--- src/verilog/dev_pkg.sv ---
package dev_pkg;

    // --------------------
    // Bus widths
    // --------------------
    localparam int XLEN       = 32;                 // Device bus data/address width
    localparam int AXI_ADDR_W = 7;                  // AXI4-Lite address width

    typedef logic [XLEN-1:0]       xword_t;         // Device bus word
    typedef logic [XLEN/8-1:0]     xbe_t;           // Byte enables
    typedef logic [AXI_ADDR_W-1:0] axi_addr_t;      // AXI4-Lite address
    typedef logic [1:0]            axi_resp_t;      // AXI response code

    // Address top byte of each device region
    localparam logic [7:0] REGION_SPI   = 8'hC2;
    localparam logic [7:0] REGION_CLINT = 8'hC4;

    // SPI register map
    localparam logic [11:0] SPI_CTRL_OFS = 12'h000; // Bit 0 = slave select, active low
    localparam logic [11:0] SPI_STAT_OFS = 12'h004; // Bit 0 = busy
    localparam logic [11:0] SPI_TXD_OFS  = 12'h008; // Write starts a transfer
    localparam logic [11:0] SPI_RXD_OFS  = 12'h00C; // Last received byte

    // Timer register map
    localparam logic [11:0] CLINT_MSIP_OFS    = 12'h000;
    localparam logic [11:0] CLINT_CMP_LO_OFS  = 12'h008;
    localparam logic [11:0] CLINT_CMP_HI_OFS  = 12'h00C;
    localparam logic [11:0] CLINT_TIME_LO_OFS = 12'h010;
    localparam logic [11:0] CLINT_TIME_HI_OFS = 12'h014;

    // Bridge FSM
    typedef enum logic [2:0] {
        IDLE, WR_ADDR_DATA, WR_RESP, RD_ADDR, RD_DATA, DONE
    } bridge_state_t;

endpackage
--- src/verilog/dev_subsystem.sv ---
`timescale 1ns/1ps

module dev_subsystem import dev_pkg::*; #(
    parameter int RST_STRETCH = 8,      // Reset stretch length in cycles
    parameter int SPI_CLK_DIV = 4       // System clocks per SCK period
) (
    input  logic   clk,
    input  logic   usr_reset,
    // Device bus from the core
    input  logic   dev_strobe_i,
    input  xword_t dev_addr_i,
    input  logic   dev_we_i,
    input  xbe_t   dev_be_i,
    input  xword_t dev_din_i,
    output xword_t dev_dout_o,
    output logic   dev_ready_o,
    // SD card
    output logic   spi_mosi_o,
    input  logic   spi_miso_i,
    output logic   spi_sck_o,
    output logic   spi_ss_o,
    // Core-local interrupts
    output logic   tmr_irq_o,
    output logic   sft_irq_o
);

    logic      rst;
    logic      spi_strobe, spi_ready;
    xword_t    spi_dout;
    logic      clint_strobe, clint_ready;
    xword_t    clint_dout;

    // AXI4-Lite link between bridge and SPI registers
    axi_addr_t axi_awaddr, axi_araddr;
    logic      axi_awvalid, axi_awready, axi_wvalid, axi_wready;
    logic      axi_bvalid, axi_bready, axi_arvalid, axi_arready;
    logic      axi_rvalid, axi_rready;
    xword_t    axi_wdata, axi_rdata;
    xbe_t      axi_wstrb;
    axi_resp_t axi_bresp, axi_rresp;

    dev_bus_ctrl #(.RST_STRETCH(RST_STRETCH)) u_bus_ctrl (
        .clk(clk), .usr_reset(usr_reset),
        .dev_strobe_i(dev_strobe_i), .dev_addr_i(dev_addr_i),
        .spi_ready_i(spi_ready), .spi_dout_i(spi_dout),
        .clint_ready_i(clint_ready), .clint_dout_i(clint_dout),
        .rst_o(rst), .spi_strobe_o(spi_strobe), .clint_strobe_o(clint_strobe),
        .dev_dout_o(dev_dout_o), .dev_ready_o(dev_ready_o)
    );

    core2axi_bridge u_bridge (
        .clk(clk), .rst_i(rst),
        .strobe_i(spi_strobe), .addr_i(dev_addr_i), .we_i(dev_we_i),
        .be_i(dev_be_i), .din_i(dev_din_i), .ready_o(spi_ready), .dout_o(spi_dout),
        .m_axi_awaddr_o(axi_awaddr), .m_axi_awvalid_o(axi_awvalid),
        .m_axi_awready_i(axi_awready), .m_axi_wdata_o(axi_wdata),
        .m_axi_wstrb_o(axi_wstrb), .m_axi_wvalid_o(axi_wvalid),
        .m_axi_wready_i(axi_wready), .m_axi_bresp_i(axi_bresp),
        .m_axi_bvalid_i(axi_bvalid), .m_axi_bready_o(axi_bready),
        .m_axi_araddr_o(axi_araddr), .m_axi_arvalid_o(axi_arvalid),
        .m_axi_arready_i(axi_arready), .m_axi_rdata_i(axi_rdata),
        .m_axi_rresp_i(axi_rresp), .m_axi_rvalid_i(axi_rvalid),
        .m_axi_rready_o(axi_rready)
    );

    spi_axil_regs #(.SPI_CLK_DIV(SPI_CLK_DIV)) u_spi (
        .clk(clk), .rst_i(rst),
        .s_axi_awaddr_i(axi_awaddr), .s_axi_awvalid_i(axi_awvalid),
        .s_axi_awready_o(axi_awready), .s_axi_wdata_i(axi_wdata),
        .s_axi_wstrb_i(axi_wstrb), .s_axi_wvalid_i(axi_wvalid),
        .s_axi_wready_o(axi_wready), .s_axi_bresp_o(axi_bresp),
        .s_axi_bvalid_o(axi_bvalid), .s_axi_bready_i(axi_bready),
        .s_axi_araddr_i(axi_araddr), .s_axi_arvalid_i(axi_arvalid),
        .s_axi_arready_o(axi_arready), .s_axi_rdata_o(axi_rdata),
        .s_axi_rresp_o(axi_rresp), .s_axi_rvalid_o(axi_rvalid),
        .s_axi_rready_i(axi_rready),
        .spi_mosi_o(spi_mosi_o), .spi_miso_i(spi_miso_i),
        .spi_sck_o(spi_sck_o), .spi_ss_o(spi_ss_o)
    );

    clint_timer u_clint (
        .clk(clk), .rst_i(rst),
        .strobe_i(clint_strobe), .addr_i(dev_addr_i), .we_i(dev_we_i),
        .be_i(dev_be_i), .din_i(dev_din_i),
        .dout_o(clint_dout), .ready_o(clint_ready),
        .tmr_irq_o(tmr_irq_o), .sft_irq_o(sft_irq_o)
    );

endmodule

--- src/verilog/dev_bus_ctrl.sv ---
`timescale 1ns/1ps

module dev_bus_ctrl import dev_pkg::*; #(
    parameter int RST_STRETCH = 8
) (
    input  logic   clk,
    input  logic   usr_reset,
    input  logic   dev_strobe_i,
    input  xword_t dev_addr_i,
    input  logic   spi_ready_i,
    input  xword_t spi_dout_i,
    input  logic   clint_ready_i,
    input  xword_t clint_dout_i,
    output logic   rst_o,
    output logic   spi_strobe_o,
    output logic   clint_strobe_o,
    output xword_t dev_dout_o,
    output logic   dev_ready_o
);

    logic [RST_STRETCH-1:0] rst_sr;     // Ones shift out after usr_reset drops
    logic [7:0]             region;
    logic                   sel_spi, sel_clint;
    logic                   own_spi_q, own_clint_q;
    logic                   none_ack_q; // Unmapped responder
    logic                   ready_d;
    xword_t                 dout_d;

    // --------------------
    // Reset stretcher
    // --------------------
    always_ff @(posedge clk) begin
        if (usr_reset)
            rst_sr <= '1;
        else
            rst_sr <= rst_sr << 1;
    end
    assign rst_o = rst_sr[RST_STRETCH-1];

    // --------------------
    // Region decode
    // --------------------
    assign region         = dev_addr_i[XLEN-1 -: 8];
    assign sel_spi        = (region == REGION_SPI);
    assign sel_clint      = (region == REGION_CLINT);
    assign spi_strobe_o   = dev_strobe_i & sel_spi;
    assign clint_strobe_o = dev_strobe_i & sel_clint;

    always_ff @(posedge clk) begin
        if (rst_o) begin
            own_spi_q   <= 1'b0;
            own_clint_q <= 1'b0;
            none_ack_q  <= 1'b0;
            dev_ready_o <= 1'b0;
        end else begin
            if (dev_strobe_i) begin             // Owner held until next strobe
                own_spi_q   <= sel_spi;
                own_clint_q <= sel_clint;
            end
            none_ack_q  <= dev_strobe_i & ~sel_spi & ~sel_clint;
            dev_ready_o <= ready_d;
        end
    end

    // --------------------
    // Response mux
    // --------------------
    assign ready_d = (own_spi_q & spi_ready_i) | (own_clint_q & clint_ready_i) | none_ack_q;
    assign dout_d  = own_spi_q   ? spi_dout_i   :
                     own_clint_q ? clint_dout_i : '0;   // Unmapped reads zero

    always_ff @(posedge clk) begin
        if (ready_d)
            dev_dout_o <= dout_d;
    end

endmodule

--- src/verilog/clint_timer.sv ---
`timescale 1ns/1ps

module clint_timer import dev_pkg::*; (
    input  logic   clk,
    input  logic   rst_i,
    input  logic   strobe_i,
    input  xword_t addr_i,
    input  logic   we_i,
    input  xbe_t   be_i,
    input  xword_t din_i,
    output xword_t dout_o,
    output logic   ready_o,
    output logic   tmr_irq_o,
    output logic   sft_irq_o
);

    logic [63:0] mtime_q, mtimecmp_q;
    logic        msip_q;
    logic [11:0] ofs;
    logic        wr;
    logic [5:0]  cmp_base;                  // Bit offset of addressed mtimecmp half

    assign ofs       = addr_i[11:0];
    assign wr        = strobe_i & we_i;
    assign cmp_base  = (ofs == CLINT_CMP_HI_OFS) ? 6'd32 : 6'd0;
    assign sft_irq_o = msip_q;

    always_ff @(posedge clk) begin
        if (rst_i) begin
            mtime_q    <= '0;
            mtimecmp_q <= '1;               // No timer interrupt until programmed
            msip_q     <= 1'b0;
            ready_o    <= 1'b0;
            tmr_irq_o  <= 1'b0;
        end else begin
            ready_o   <= strobe_i;          // Every access answered next cycle
            tmr_irq_o <= (mtime_q >= mtimecmp_q);

            // mtime counts unless a half is written
            if (wr && ofs == CLINT_TIME_LO_OFS)
                mtime_q <= {mtime_q[63:32], din_i};
            else if (wr && ofs == CLINT_TIME_HI_OFS)
                mtime_q <= {din_i, mtime_q[31:0]};
            else
                mtime_q <= mtime_q + 64'd1;

            if (wr && (ofs == CLINT_CMP_LO_OFS || ofs == CLINT_CMP_HI_OFS)) begin
                for (int i = 0; i < XLEN / 8; i++) begin
                    if (be_i[i])
                        mtimecmp_q[cmp_base + 8 * i +: 8] <= din_i[8 * i +: 8];
                end
            end

            if (wr && ofs == CLINT_MSIP_OFS && be_i[0])
                msip_q <= din_i[0];
        end
    end

    // --------------------
    // Read data
    // --------------------
    always_ff @(posedge clk) begin
        if (strobe_i) begin
            case (ofs)
                CLINT_MSIP_OFS:    dout_o <= {31'b0, msip_q};
                CLINT_CMP_LO_OFS:  dout_o <= mtimecmp_q[31:0];
                CLINT_CMP_HI_OFS:  dout_o <= mtimecmp_q[63:32];
                CLINT_TIME_LO_OFS: dout_o <= mtime_q[31:0];
                CLINT_TIME_HI_OFS: dout_o <= mtime_q[63:32];
                default:           dout_o <= '0;
            endcase
        end
    end

endmodule

--- src/verilog/core2axi_bridge.sv ---
`timescale 1ns/1ps

module core2axi_bridge import dev_pkg::*; (
    input  logic      clk,
    input  logic      rst_i,
    // Device bus target side
    input  logic      strobe_i,
    input  xword_t    addr_i,
    input  logic      we_i,
    input  xbe_t      be_i,
    input  xword_t    din_i,
    output logic      ready_o,
    output xword_t    dout_o,
    // AXI4-Lite master side
    output axi_addr_t m_axi_awaddr_o,
    output logic      m_axi_awvalid_o,
    input  logic      m_axi_awready_i,
    output xword_t    m_axi_wdata_o,
    output xbe_t      m_axi_wstrb_o,
    output logic      m_axi_wvalid_o,
    input  logic      m_axi_wready_i,
    input  axi_resp_t m_axi_bresp_i,        // Always OKAY
    input  logic      m_axi_bvalid_i,
    output logic      m_axi_bready_o,
    output axi_addr_t m_axi_araddr_o,
    output logic      m_axi_arvalid_o,
    input  logic      m_axi_arready_i,
    input  xword_t    m_axi_rdata_i,
    input  axi_resp_t m_axi_rresp_i,        // Always OKAY
    input  logic      m_axi_rvalid_i,
    output logic      m_axi_rready_o
);

    bridge_state_t state_q, state_d;
    axi_addr_t     addr_q;
    xword_t        wdata_q, rdata_q;
    xbe_t          wstrb_q;
    logic          aw_done_q, w_done_q;   // Per-channel handshake seen
    logic          aw_hs, w_hs;

    // Request fields held for the whole transaction
    assign m_axi_awaddr_o = addr_q;
    assign m_axi_araddr_o = addr_q;
    assign m_axi_wdata_o  = wdata_q;
    assign m_axi_wstrb_o  = wstrb_q;

    assign m_axi_awvalid_o = (state_q == WR_ADDR_DATA) & ~aw_done_q;
    assign m_axi_wvalid_o  = (state_q == WR_ADDR_DATA) & ~w_done_q;
    assign m_axi_bready_o  = (state_q == WR_RESP);
    assign m_axi_arvalid_o = (state_q == RD_ADDR);
    assign m_axi_rready_o  = (state_q == RD_DATA);

    assign aw_hs   = m_axi_awvalid_o & m_axi_awready_i;
    assign w_hs    = m_axi_wvalid_o & m_axi_wready_i;
    assign ready_o = (state_q == DONE);     // One-cycle pulse
    assign dout_o  = rdata_q;

    // --------------------
    // FSM
    // --------------------
    always_comb begin
        state_d = state_q;
        case (state_q)
            IDLE:
                if (strobe_i)
                    state_d = we_i ? WR_ADDR_DATA : RD_ADDR;
            WR_ADDR_DATA:
                if ((aw_done_q | aw_hs) & (w_done_q | w_hs))
                    state_d = WR_RESP;
            WR_RESP:
                if (m_axi_bvalid_i)
                    state_d = DONE;
            RD_ADDR:
                if (m_axi_arready_i)
                    state_d = RD_DATA;
            RD_DATA:
                if (m_axi_rvalid_i)
                    state_d = DONE;
            default: state_d = IDLE;        // DONE back to idle
        endcase
    end

    always_ff @(posedge clk) begin
        if (rst_i) begin
            state_q   <= IDLE;
            aw_done_q <= 1'b0;
            w_done_q  <= 1'b0;
        end else begin
            state_q <= state_d;
            if (state_q == IDLE) begin
                aw_done_q <= 1'b0;
                w_done_q  <= 1'b0;
            end else begin
                aw_done_q <= aw_done_q | aw_hs;
                w_done_q  <= w_done_q | w_hs;
            end
        end
    end

    // Latch request and capture read data
    always_ff @(posedge clk) begin
        if (state_q == IDLE && strobe_i) begin
            addr_q  <= addr_i[AXI_ADDR_W-1:0];
            wdata_q <= din_i;
            wstrb_q <= be_i;
            rdata_q <= '0;                  // Writes answer zero
        end else if (state_q == RD_DATA && m_axi_rvalid_i) begin
            rdata_q <= m_axi_rdata_i;
        end
    end

endmodule

--- src/verilog/spi_axil_regs.sv ---
`timescale 1ns/1ps

module spi_axil_regs import dev_pkg::*; #(
    parameter int SPI_CLK_DIV = 4
) (
    input  logic      clk,
    input  logic      rst_i,
    // AXI4-Lite target
    input  axi_addr_t s_axi_awaddr_i,
    input  logic      s_axi_awvalid_i,
    output logic      s_axi_awready_o,
    input  xword_t    s_axi_wdata_i,
    input  xbe_t      s_axi_wstrb_i,
    input  logic      s_axi_wvalid_i,
    output logic      s_axi_wready_o,
    output axi_resp_t s_axi_bresp_o,
    output logic      s_axi_bvalid_o,
    input  logic      s_axi_bready_i,
    input  axi_addr_t s_axi_araddr_i,
    input  logic      s_axi_arvalid_i,
    output logic      s_axi_arready_o,
    output xword_t    s_axi_rdata_o,
    output axi_resp_t s_axi_rresp_o,
    output logic      s_axi_rvalid_o,
    input  logic      s_axi_rready_i,
    // SD card pins
    output logic      spi_mosi_o,
    input  logic      spi_miso_i,
    output logic      spi_sck_o,
    output logic      spi_ss_o
);

    logic        wr_hs, rd_hs;
    logic [11:0] wofs, rofs;
    logic        start, busy, done;
    logic [7:0]  rx_byte;
    logic [7:0]  rxd_q;                 // Last received byte

    assign wofs = 12'(s_axi_awaddr_i);
    assign rofs = 12'(s_axi_araddr_i);

    // --------------------
    // Handshakes
    // --------------------
    // AW and W taken together, only while no B is pending
    assign wr_hs           = s_axi_awvalid_i & s_axi_wvalid_i & ~s_axi_bvalid_o;
    assign s_axi_awready_o = wr_hs;
    assign s_axi_wready_o  = wr_hs;
    assign s_axi_arready_o = ~s_axi_rvalid_o;
    assign rd_hs           = s_axi_arvalid_i & s_axi_arready_o;
    assign s_axi_bresp_o   = '0;        // OKAY
    assign s_axi_rresp_o   = '0;

    // Transmit write launches only when idle
    assign start = wr_hs & (wofs == SPI_TXD_OFS) & s_axi_wstrb_i[0] & ~busy;

    always_ff @(posedge clk) begin
        if (rst_i) begin
            s_axi_bvalid_o <= 1'b0;
            s_axi_rvalid_o <= 1'b0;
            spi_ss_o       <= 1'b1;     // Card deselected
        end else begin
            if (wr_hs)
                s_axi_bvalid_o <= 1'b1;
            else if (s_axi_bready_i)
                s_axi_bvalid_o <= 1'b0;
            if (rd_hs)
                s_axi_rvalid_o <= 1'b1;
            else if (s_axi_rready_i)
                s_axi_rvalid_o <= 1'b0;
            if (wr_hs && wofs == SPI_CTRL_OFS && s_axi_wstrb_i[0])
                spi_ss_o <= s_axi_wdata_i[0];
        end
    end

    // --------------------
    // Read data and RX capture
    // --------------------
    always_ff @(posedge clk) begin
        if (done)
            rxd_q <= rx_byte;
        if (rd_hs) begin
            case (rofs)
                SPI_CTRL_OFS: s_axi_rdata_o <= {31'b0, spi_ss_o};
                SPI_STAT_OFS: s_axi_rdata_o <= {31'b0, busy};
                SPI_RXD_OFS:  s_axi_rdata_o <= {24'b0, rxd_q};
                default:      s_axi_rdata_o <= '0;
            endcase
        end
    end

    spi_shifter #(.SPI_CLK_DIV(SPI_CLK_DIV)) u_shifter (
        .clk(clk), .rst_i(rst_i),
        .start_i(start), .tx_byte_i(s_axi_wdata_i[7:0]), .miso_i(spi_miso_i),
        .busy_o(busy), .done_o(done), .rx_byte_o(rx_byte),
        .sck_o(spi_sck_o), .mosi_o(spi_mosi_o)
    );

endmodule

--- src/verilog/spi_shifter.sv ---
`timescale 1ns/1ps

module spi_shifter #(
    parameter int SPI_CLK_DIV = 4           // Even, at least 2
) (
    input  logic       clk,
    input  logic       rst_i,
    input  logic       start_i,
    input  logic [7:0] tx_byte_i,
    input  logic       miso_i,
    output logic       busy_o,
    output logic       done_o,
    output logic [7:0] rx_byte_o,
    output logic       sck_o,
    output logic       mosi_o
);

    localparam int HALF  = SPI_CLK_DIV / 2; // Cycles per SCK phase
    localparam int CNT_W = $clog2(SPI_CLK_DIV);

    logic [CNT_W-1:0] div_q;
    logic [2:0]       bit_q;
    logic [7:0]       tx_q;
    logic             tick;                 // SCK toggles this cycle

    assign tick   = busy_o & (div_q == CNT_W'(HALF - 1));
    assign mosi_o = tx_q[7];                // MSB valid before first rise

    always_ff @(posedge clk) begin
        if (rst_i) begin
            busy_o <= 1'b0;
            done_o <= 1'b0;
            sck_o  <= 1'b0;
            div_q  <= '0;
            bit_q  <= '0;
            tx_q   <= '0;
        end else begin
            done_o <= 1'b0;
            if (start_i && !busy_o) begin
                busy_o <= 1'b1;
                tx_q   <= tx_byte_i;
                div_q  <= '0;
                bit_q  <= '0;
            end else if (busy_o) begin
                div_q <= tick ? '0 : div_q + 1'b1;
                if (tick) begin
                    sck_o <= ~sck_o;
                    if (sck_o) begin        // Falling edge, next bit out
                        tx_q  <= {tx_q[6:0], 1'b0};
                        bit_q <= bit_q + 3'd1;
                        if (bit_q == 3'd7) begin
                            busy_o <= 1'b0;
                            done_o <= 1'b1;
                        end
                    end
                end
            end
        end
    end

    // MISO sampled on rising SCK
    always_ff @(posedge clk) begin
        if (tick && !sck_o)
            rx_byte_o <= {rx_byte_o[6:0], miso_i};
    end

endmodule

--- config.mk ---
export PLATFORM = sky130hd
export DESIGN_NAME = dev_subsystem
export DESIGN_NICKNAME = d
export VERILOG_FILES = /design/src/verilog/dev_pkg.sv /design/src/verilog/dev_subsystem.sv /design/src/verilog/dev_bus_ctrl.sv /design/src/verilog/clint_timer.sv /design/src/verilog/core2axi_bridge.sv /design/src/verilog/spi_axil_regs.sv /design/src/verilog/spi_shifter.sv
export SDC_FILE = /design/constraint.sdc
export NUM_CORES = 1
export LEC_CHECK = 0
export BUFFER_PORTS_ARGS = -buffer_cell sky130_fd_sc_hd__buf_4
export CAP_MARGIN = 25
export CORE_UTILIZATION = 34
export CTS_CLUSTER_SIZE = 8
export DETAILED_ROUTE_END_ITERATION = 16
export PLACE_DENSITY = 0.49
export SLEW_MARGIN = 5
export SYNTH_ARGS = -nofsm -noshare
export SYNTH_HDL_FRONTEND = slang
export SYNTH_SLANG_ARGS = --single-unit
--- constraint.sdc ---
create_clock -name clk -period 8.71 [get_ports clk]
set_input_delay 0.4355 -clock clk [delete_from_list [all_inputs] [get_ports clk]]
set_output_delay 0.4355 -clock clk [all_outputs]
set_load 0.05 [all_outputs]
==> metrics.md, run 1 <==
| Metric | Value |
|---|---|
| Primary FF master, synth | `dfxtp_1` |
| Global route overflow | `0` |
| Post-CTS Setup Repair Bufs | `0` |
| Min-Delay Endpoint | `u_spi.u_shifter.rx_byte_o[0]` |
| # DRC | `0` |
| Number of top-level pins | `111` |
| Leak Pwr | `roughly 6.6 nW` |
| Syn Area/Cell | `slightly below 10 um2` |
| Grt met1 use | `between 20 and 30%` |
| Root buf cell | `clkbuf_16` |
| Number of max-cap violations | `0` |
| Critical path class | `reg2reg` |
| Met3 Use GR | `approximately 2.8%` |
| Proportion of layout cells with a drive suffix above 1 | `13.2%` |
| ANT cells | `0` |
| Crit path max fanout | `19` |
| FILL cells | `between 4,000 and 5,000` |
| Num CTS Buffers | `between 40 and 50` |
| Detailed Route Iter0 Violations | `roughly 930` |
| Layout Utilization | `about two fifths` |
| Core area | `40,800 um2` |
| RSZ-0062 raised after global routing | `no` |
| Pre-CTS setup slack | `between 5 and 6 ns` |
| Comb power frac | `2.2%` |
| Post-synth top cells | `dfxtp_1, nand2_1, nor2_1` |
| HP Class | `in2reg` |
| R2r setup slk | `approximately 5.4 ns` |
| Hold path depth | `1` |
| Seq/Total Area, Yosys | `between 40% and 50%` |
| Sequential power share | `around 46%` |
| Clock power frac | `about 50%` |
| Int Pwr | `2.27 mW` |
| Critical Path RT | `a little over 9 ns` |
| DRT Pass-1 Iters | `5` |
| H-Tree Depth | `2` |
| Synth Area in Adders | `under 10%` |
| CTS tree | `done` |
| GR Layer Usage met2 | `31.6%` |
| Layer with the highest usage | `met2` |
| Min-delay src | `spi_miso_i` |
| Synth Instances | `1,465` |
| CP Launch Type | `flop` |
| Layout area overhead | `17.9%` |
| Clk_lat worst skew | `between 0.5 and 0.6 ns` |
| Final worst-path setup slack | `roughly 5.4 ns` |
| Sw frac | `~22%` |
| Vias | `11,600` |
| Measured slew at the worst slew-check pin | `between 0.9 and 1 ns` |
| Per-cell routed wire length | `about 20 um` |
| CP endpoint kind | `flop` |
| Setup violators final | `0` |
| Post-synth ARST share | `0%` |
| Final ANT Viol Nets | `0` |
| Net count after synthesis | `approximately 1,600` |
| Crit path arrival time | `roughly 3.8 ns` |
| Worst-case reg-to-reg path depth | `6` |
| Die extent in y | `205 um` |
| RR Startpoint | `u_clint.mtime_q[26]` |
| Largest net degree at the start of global routing | `71` |
| Outcome | `complete, no violations` |
| EDFF count, synth | `about 100` |
| Yosys top cell area share | `roughly a quarter` |
| Most frequent cell after synthesis | `dfxtp_1` |
| Die area | `42,200 um2` |
| PortBufs | `98` |
| Net Sw Power | `around 0.64 mW` |
| Via density | `about 5.5` |
| Global-route wire length before repair | `between 60,000 and 70,000 um` |
| Placed instance area | `approximately 15,000 um2` |
| Cell Area, Synth | `approximately 14,000 um2` |
| Gr usage total | `slightly above 20%` |
| Final instance area | `between 15,000 and 20,000 um2` |
| Critical-path cell list | `nand4_1 > nor2_1 > and3_1 > nand2_1 > o31a_1 > a211oi_1` |
| Final Cycle Share | `between 30% and 40%` |
| Fmax | `about 310 MHz` |
| Gpl congestion | `between 0.8 and 0.9` |
| Area fraction in compound gates after synthesis | `about 17%` |
| Sum Neg Setup Slack | `0 ns` |
| XOR/XNOR share of the synthesized area | `around 1.1%` |
| CP max stage delay | `between 0.8 and 0.9 ns` |
| Cell variety after synth | `74` |
| RR Endpoint | `u_clint.mtime_q[48]` |
| Worst clock skew | `0.0149 ns` |
| DP Wirelength | `between 20,000 and 30,000 um` |
| Worst-path clk slew | `0.05 ns` |
| Hold Violations, Final | `0` |
| DRT Wirelength | `42,500 um` |
| Min cycle time layout | `about 3.3 ns` |
| Synth Register Bits | `~280` |
| Mux contribution to synthesized area | `~4.2%` |
| PD cells | `approximately 180 nW/um2` |
| Nets | `1,683` |
| Die width | `205 um` |
| Rows | `between 70 and 80` |
| Slowest stage cell, crit path | `and3_1` |
| Vias in the first global route | `~11,000` |
| Initial antenna violation count | `1` |
| Worst vdd ir | `0.118 mV` |
| Initial Utilization | `approximately a third` |
| Largest family of logic cells by synthesized area | `simple AND/OR/NAND/NOR gates` |
| Area contributors post-synth | `dfxtp_1, edfxtp_1, ha_1, mux2i_1, nand2_1` |
| CTS Sinks | `279` |
| Cell taking the most area after synthesis | `dfxtp_1` |
| Simple-gate area share of the yosys netlist | `a little under a fifth` |
| Final Max Tran Viols | `0` |
| Max clock buf depth | `3` |
| Relative max-transition margin | `around a third` |
| Yosys warning total | `0` |
## layer usage
layer	vias to the layer above	part of all wire (%)
met1	5693	49
met3	53	3.9
met2	264	45
li1	5604	-
met4	0	1.9
met5	-	0
## stage by stage
step,hold WS (ns),power [mW],instances
2_1_floorplan,0.389,1.40,1465
3_3_place_gp,0.393,1.44,2025
3_5_place_dp,0.395,1.44,2028
4_1_cts,0.0256,2.95,2103
5_1_grt,0.0375,3.01,2106
6_report,0.0543,2.91,2106
## critical path, delay by kind of cell (launching register included)
| kind | cells | cell delay [ns] |
|---|---|---|
| AO/OA/AOI/OAI | 2 | 0.56 |
| flip-flops | 1 | 0.56 |
| AND/OR/NAND/NOR | 4 | 2.06 |
## power groups by stage
stage	sequential [mW]	clock [mW]	combinational, mW
2_1_floorplan	1.38	0	0.0189
3_3_place_gp	1.38	0	0.0621
3_5_place_dp	1.38	0	0.0624
4_1_cts	1.35	1.54	0.0630
5_1_grt	1.35	1.59	0.0682
6_report	1.35	1.50	0.0636
## cells by family after synthesis
group / count (synthesis)
muxes: 59
AOI/OAI and AO/OA: 349
adders and majority gates: 67
and+or+nand+nor: 514
DFF: 279
buffers and inverters: 179
xor gates and xnor gates: 18
## flip-flops by register name, summed over array words and instances, names as in the netlist, 7 cells and up
name	flops
u_bridge.m_axi_wdata_o	8
u_clint.mtimecmp_q	64
u_spi.u_shifter.tx_q	8
u_bus_ctrl.dev_dout_o	32
u_bus_ctrl.rst_sr	8
u_bridge.dout_o	8
u_spi.s_axi_rdata_o	8
u_bridge.m_axi_araddr_o	7
u_clint.dout_o	32
u_spi.u_shifter.rx_byte_o	8
u_clint.mtime_q	64
u_spi.rxd_q	8
## cell type report
type	count	area [um2]	area share, %
Sequential cell	279	6630	40.0
Inverter	89	334	2.01
Tap cell	532	666	4.01
Multi-Input combinational cell	1007	6780	40.9
Timing Repair Buffer	125	983	5.93
Clock inverter	4	47.5	0.287
Clock buffer	70	1140	6.90
## repair_timing
action,in CTS,in global routing
hold buffers,1,0
resized for setup,0,0
hold endpoints to repair,1,0
## layout by cell type, fill, tap and decap left out, types with 6 or more instances in the layout
master / instances
a211oi_1: 39
a21oi_1: 65
a221o_1: 32
a22o_1: 8
a31oi_1: 23
a41oi_1: 6
and2_1: 44
and3_1: 13
and4_1: 13
buf_4: 119
clkbuf_1: 28
clkbuf_16: 41
dfxtp_1: 174
edfxtp_1: 104
ha_1: 67
inv_1: 88
mux2i_1: 59
nand2_1: 151
nand3_1: 27
nand4_1: 40
nand4b_1: 6
nor2_1: 102
nor2b_1: 15
nor3_1: 25
nor4_1: 12
o211ai_1: 73
o21ai_0: 45
or2_2: 10
or3_1: 8
or4_1: 6
xnor2_1: 6
xor2_1: 12
## how the worst max path moves through the flow
| stage | cells past startpoint | startpoint | endpoint |
|---|---|---|---|
| after floorplan | 3 | u_bridge.state_q[2] | u_bus_ctrl.dev_dout_o[0] |
| after global placement | 7 | dev_addr_i[24] | u_clint.mtime_q[7] |
| after detailed placement | 8 | dev_addr_i[24] | u_clint.mtime_q[7] |
| after CTS | 6 | u_clint.mtime_q[26] | u_clint.mtime_q[48] |
| after global routing | 6 | u_clint.mtime_q[26] | u_clint.mtime_q[48] |
| final | 6 | u_clint.mtime_q[26] | u_clint.mtime_q[48] |
No activity file was read; power rests on OpenSTA's default activity.
==> inputs of run 2 (changes only) <==
--- a/config.mk
+++ b/config.mk
@@ -10,7 +10,7 @@
 export CORE_UTILIZATION = 34
 export CTS_CLUSTER_SIZE = 8
 export DETAILED_ROUTE_END_ITERATION = 16
-export PLACE_DENSITY = 0.49
+export PLACE_DENSITY = 0.51
 export SLEW_MARGIN = 5
 export SYNTH_ARGS = -nofsm -noshare
 export SYNTH_HDL_FRONTEND = slang
==> constraint.sdc (replaced) <==
create_clock -name clk -period 2.7 [get_ports clk]
set_input_delay 0.135 -clock clk [delete_from_list [all_inputs] [get_ports clk]]
set_output_delay 0.135 -clock clk [all_outputs]
set_load 0.05 [all_outputs]
==> run 2 against run 1 <==
Effect of this change: sequential power grew to 3.2 times the previous value; non-clock buffer count is 106 higher; worst setup slack worse by 5.3 ns; sequential share of layout area is 2.1 points lower; critical endpoint is now u_clint.mtime_q[52].
==> metrics.md, run 2 (synthesis gave the netlist of run 1 again) <==
| Metric | Value |
|---|---|
| Initial Utilization | `34.5% (unchanged)` |
| Leak Pwr | `7.12 nW (was 6.61 nW)` |
| Final Max Tran Viols | `0 (unchanged)` |
| Vias in the first global route | `11,500 (was 11,000)` |
| Commonest non-fill, non-tap cell in the layout | `buf_4 (was dfxtp_1)` |
| Critical Path RT | `3.17 ns (was 9.19 ns)` |
| Rows | `74 (unchanged)` |
| Via density | `5.40 (was 5.51)` |
| Global-route wire length before repair | `66,600 um (was 66,000 um)` |
| Global route overflow | `0 (unchanged)` |
| Post-CTS Setup Repair Bufs | `0 (unchanged)` |
| DRT Wirelength | `42,700 um (was 42,500 um)` |
| HP Class | `in2reg (unchanged)` |
| Detailed Route Iter0 Violations | `834 (was 931)` |
| Gr usage total | `20.6% (was 20.4%)` |
| Crit path max fanout | `12 (was 19)` |
| Initial antenna violation count | `2 (was 1)` |
| Worst vdd ir | `0.374 mV (was 0.118 mV)` |
| Setup violators final | `0 (unchanged)` |
| Core area | `40,800 um2 (unchanged)` |
| Crit path arrival time | `3.02 ns (was 3.76 ns)` |
| Num CTS Buffers | `41 (unchanged)` |
| Outcome | `complete, no violations (unchanged)` |
| Number of max-cap violations | `0 (unchanged)` |
| Worst-path clk slew | `0.06 ns (was 0.05 ns)` |
| Root buf cell | `clkbuf_16 (unchanged)` |
| PortBufs | `98 (unchanged)` |
| Nets | `1,789 (was 1,683)` |
| Critical path class | `reg2reg (unchanged)` |
| Fmax | `392 MHz (was 305 MHz)` |
| Hold Violations, Final | `0 (unchanged)` |
| Inst Count DP | `2,090 (was 2,028)` |
| Final instance area | `17,500 um2 (was 16,600 um2)` |
| Final Cycle Share | `94.5% (was 37.6%)` |
| Worst clock skew | `0.0248 ns (was 0.0149 ns)` |
| CTS Sinks | `279 (unchanged)` |
| Vias | `12,000 (was 11,600)` |
| Final ANT Viol Nets | `0 (unchanged)` |
| Min cycle time layout | `2.55 ns (was 3.28 ns)` |
| Die width | `205 um (unchanged)` |
| # DRC | `0 (unchanged)` |
| H-Tree Depth | `2 (unchanged)` |
| Number of top-level pins | `111 (unchanged)` |
| Gpl congestion | `0.864 (was 0.831)` |
| Largest regs | `u_clint.mtime_q: 64 flops, u_clint.mtimecmp_q: 64 flops (unchanged)` |
| Multi-input logic area | `6770 um2 (was 6780 um2)` |
| RSZ-0062 raised after global routing | `no (unchanged)` |
| Max clock buf depth | `3 (unchanged)` |
| DP Wirelength | `30,600 um (was 29,400 um)` |
| R2r setup slk | `0.15 ns (was 5.43 ns)` |
| Largest net degree at the start of global routing | `43 (was 71)` |
| Min-delay src | `dev_addr_i[28] (was spi_miso_i)` |
| CP Launch Type | `flop (unchanged)` |
| Reg area | `6630 um2 (unchanged)` |
| Critical path origin | `u_clint.mtime_q[0] (was u_clint.mtime_q[26])` |
| Proportion of layout cells with a drive suffix above 1 | `15.7% (was 13.2%)` |
| Clk_lat worst skew | `0.57 ns (about the same)` |
| Per-cell routed wire length | `19.3 um (was 20.2 um)` |
| PD cells | `542 nW/um2 (was 176 nW/um2)` |
| FILL cells | `4,000 (was 4,008)` |
| Final Non-Filler Cells | `2,213 (was 2,106)` |
| RR Startpoint | `u_clint.mtime_q[0] (was u_clint.mtime_q[26])` |
| Most frequent cells in the layout | `buf_4, dfxtp_1, nand2_1, edfxtp_1, nor2_1 (was dfxtp_1, nand2_1, buf_4, edfxtp_1, nor2_1)` |
| CTS tree | `done (unchanged)` |
| DRT Pass-1 Iters | `5 (unchanged)` |
| Placed instance area | `15,800 um2 (was 15,300 um2)` |
| Die extent in y | `205 um (unchanged)` |
| CP endpoint kind | `flop (unchanged)` |
| Layout area overhead | `24.4% (was 17.9%)` |
| Final Power | `9.49 mW (was 2.91 mW)` |
| Relative max-transition margin | `55.6% (was 34.1%)` |
| Sum Neg Setup Slack | `0 ns (unchanged)` |
| Die area | `42,200 um2 (unchanged)` |
| Measured slew at the worst slew-check pin | `0.664 ns (was 0.980 ns)` |
-- run 2: timing repair --
action	in CTS	in global routing
hold endpoints to repair	150	0
hold buffers	48	0
endpoints found under the setup margin	0	1
gates resized for setup	0	1
-- run 2: layout make-up --
class | instances | area share, %
Multi-Input combinational cell | 1007 | 38.7
Tap cell | 532 | 3.80
Antenna cell | 1 | 0.0143
Sequential cell | 279 | 37.9
Clock buffer | 70 | 6.48
Inverter | 89 | 1.91
Timing Repair Buffer | 231 | 10.8
Clock inverter | 4 | 0.407
-- run 2: path summary, 6_finish.rpt --
path,endpoint,cells after the start
setup / recovery,u_clint.mtime_q[52],8
hold / removal,u_clint.ready_o,5
setup reg to reg,u_clint.mtime_q[52],8
hold reg to reg,u_bus_ctrl.rst_sr[3],1
-- run 2: worst max-delay path, stage by stage (launching register included) --
cell     delay (ns)
dfxtp_1        0.45
ha_1           0.26
nand4_1        0.21
or2_2          0.39
nor4_4         0.14
buf_4          0.26
nand3_1        0.12
or4_1          0.42
a31oi_1        0.20
-- run 2: report_power, final --
| part | internal (mW) | switching [mW] | total [mW] |
|---|---|---|---|
| logic | 0.134 | 0.127 | 0.261 |
| registers | 4.36 | 0.00692 | 4.36 |
| clock network | 2.94 | 1.93 | 4.87 |
| total | 7.43 | 2.06 | 9.49 |
-- run 2: per-layer routing --
layer  vias to the layer above  share of wire (%)  global-route usage, %
met5                         -                  0                      0
met2                       289                 45                   32.4
met1                      5792                 48                   28.6
met4                         0                1.9                   5.32
li1                       5813                  -                      -
met3                        62                5.3                   4.37
-- run 2: per-stage QoR --
step,hold slack [ns],setup slack [ns],util [%]
final,0.123,0.148,42.9
after global routing,0.137,0.0251,42.9
after floorplan,0.163,0.0877,-
after global placement,0.289,0.224,38.7
after CTS,0.0819,0.164,42.9
after detailed placement,0.291,0.197,38.7
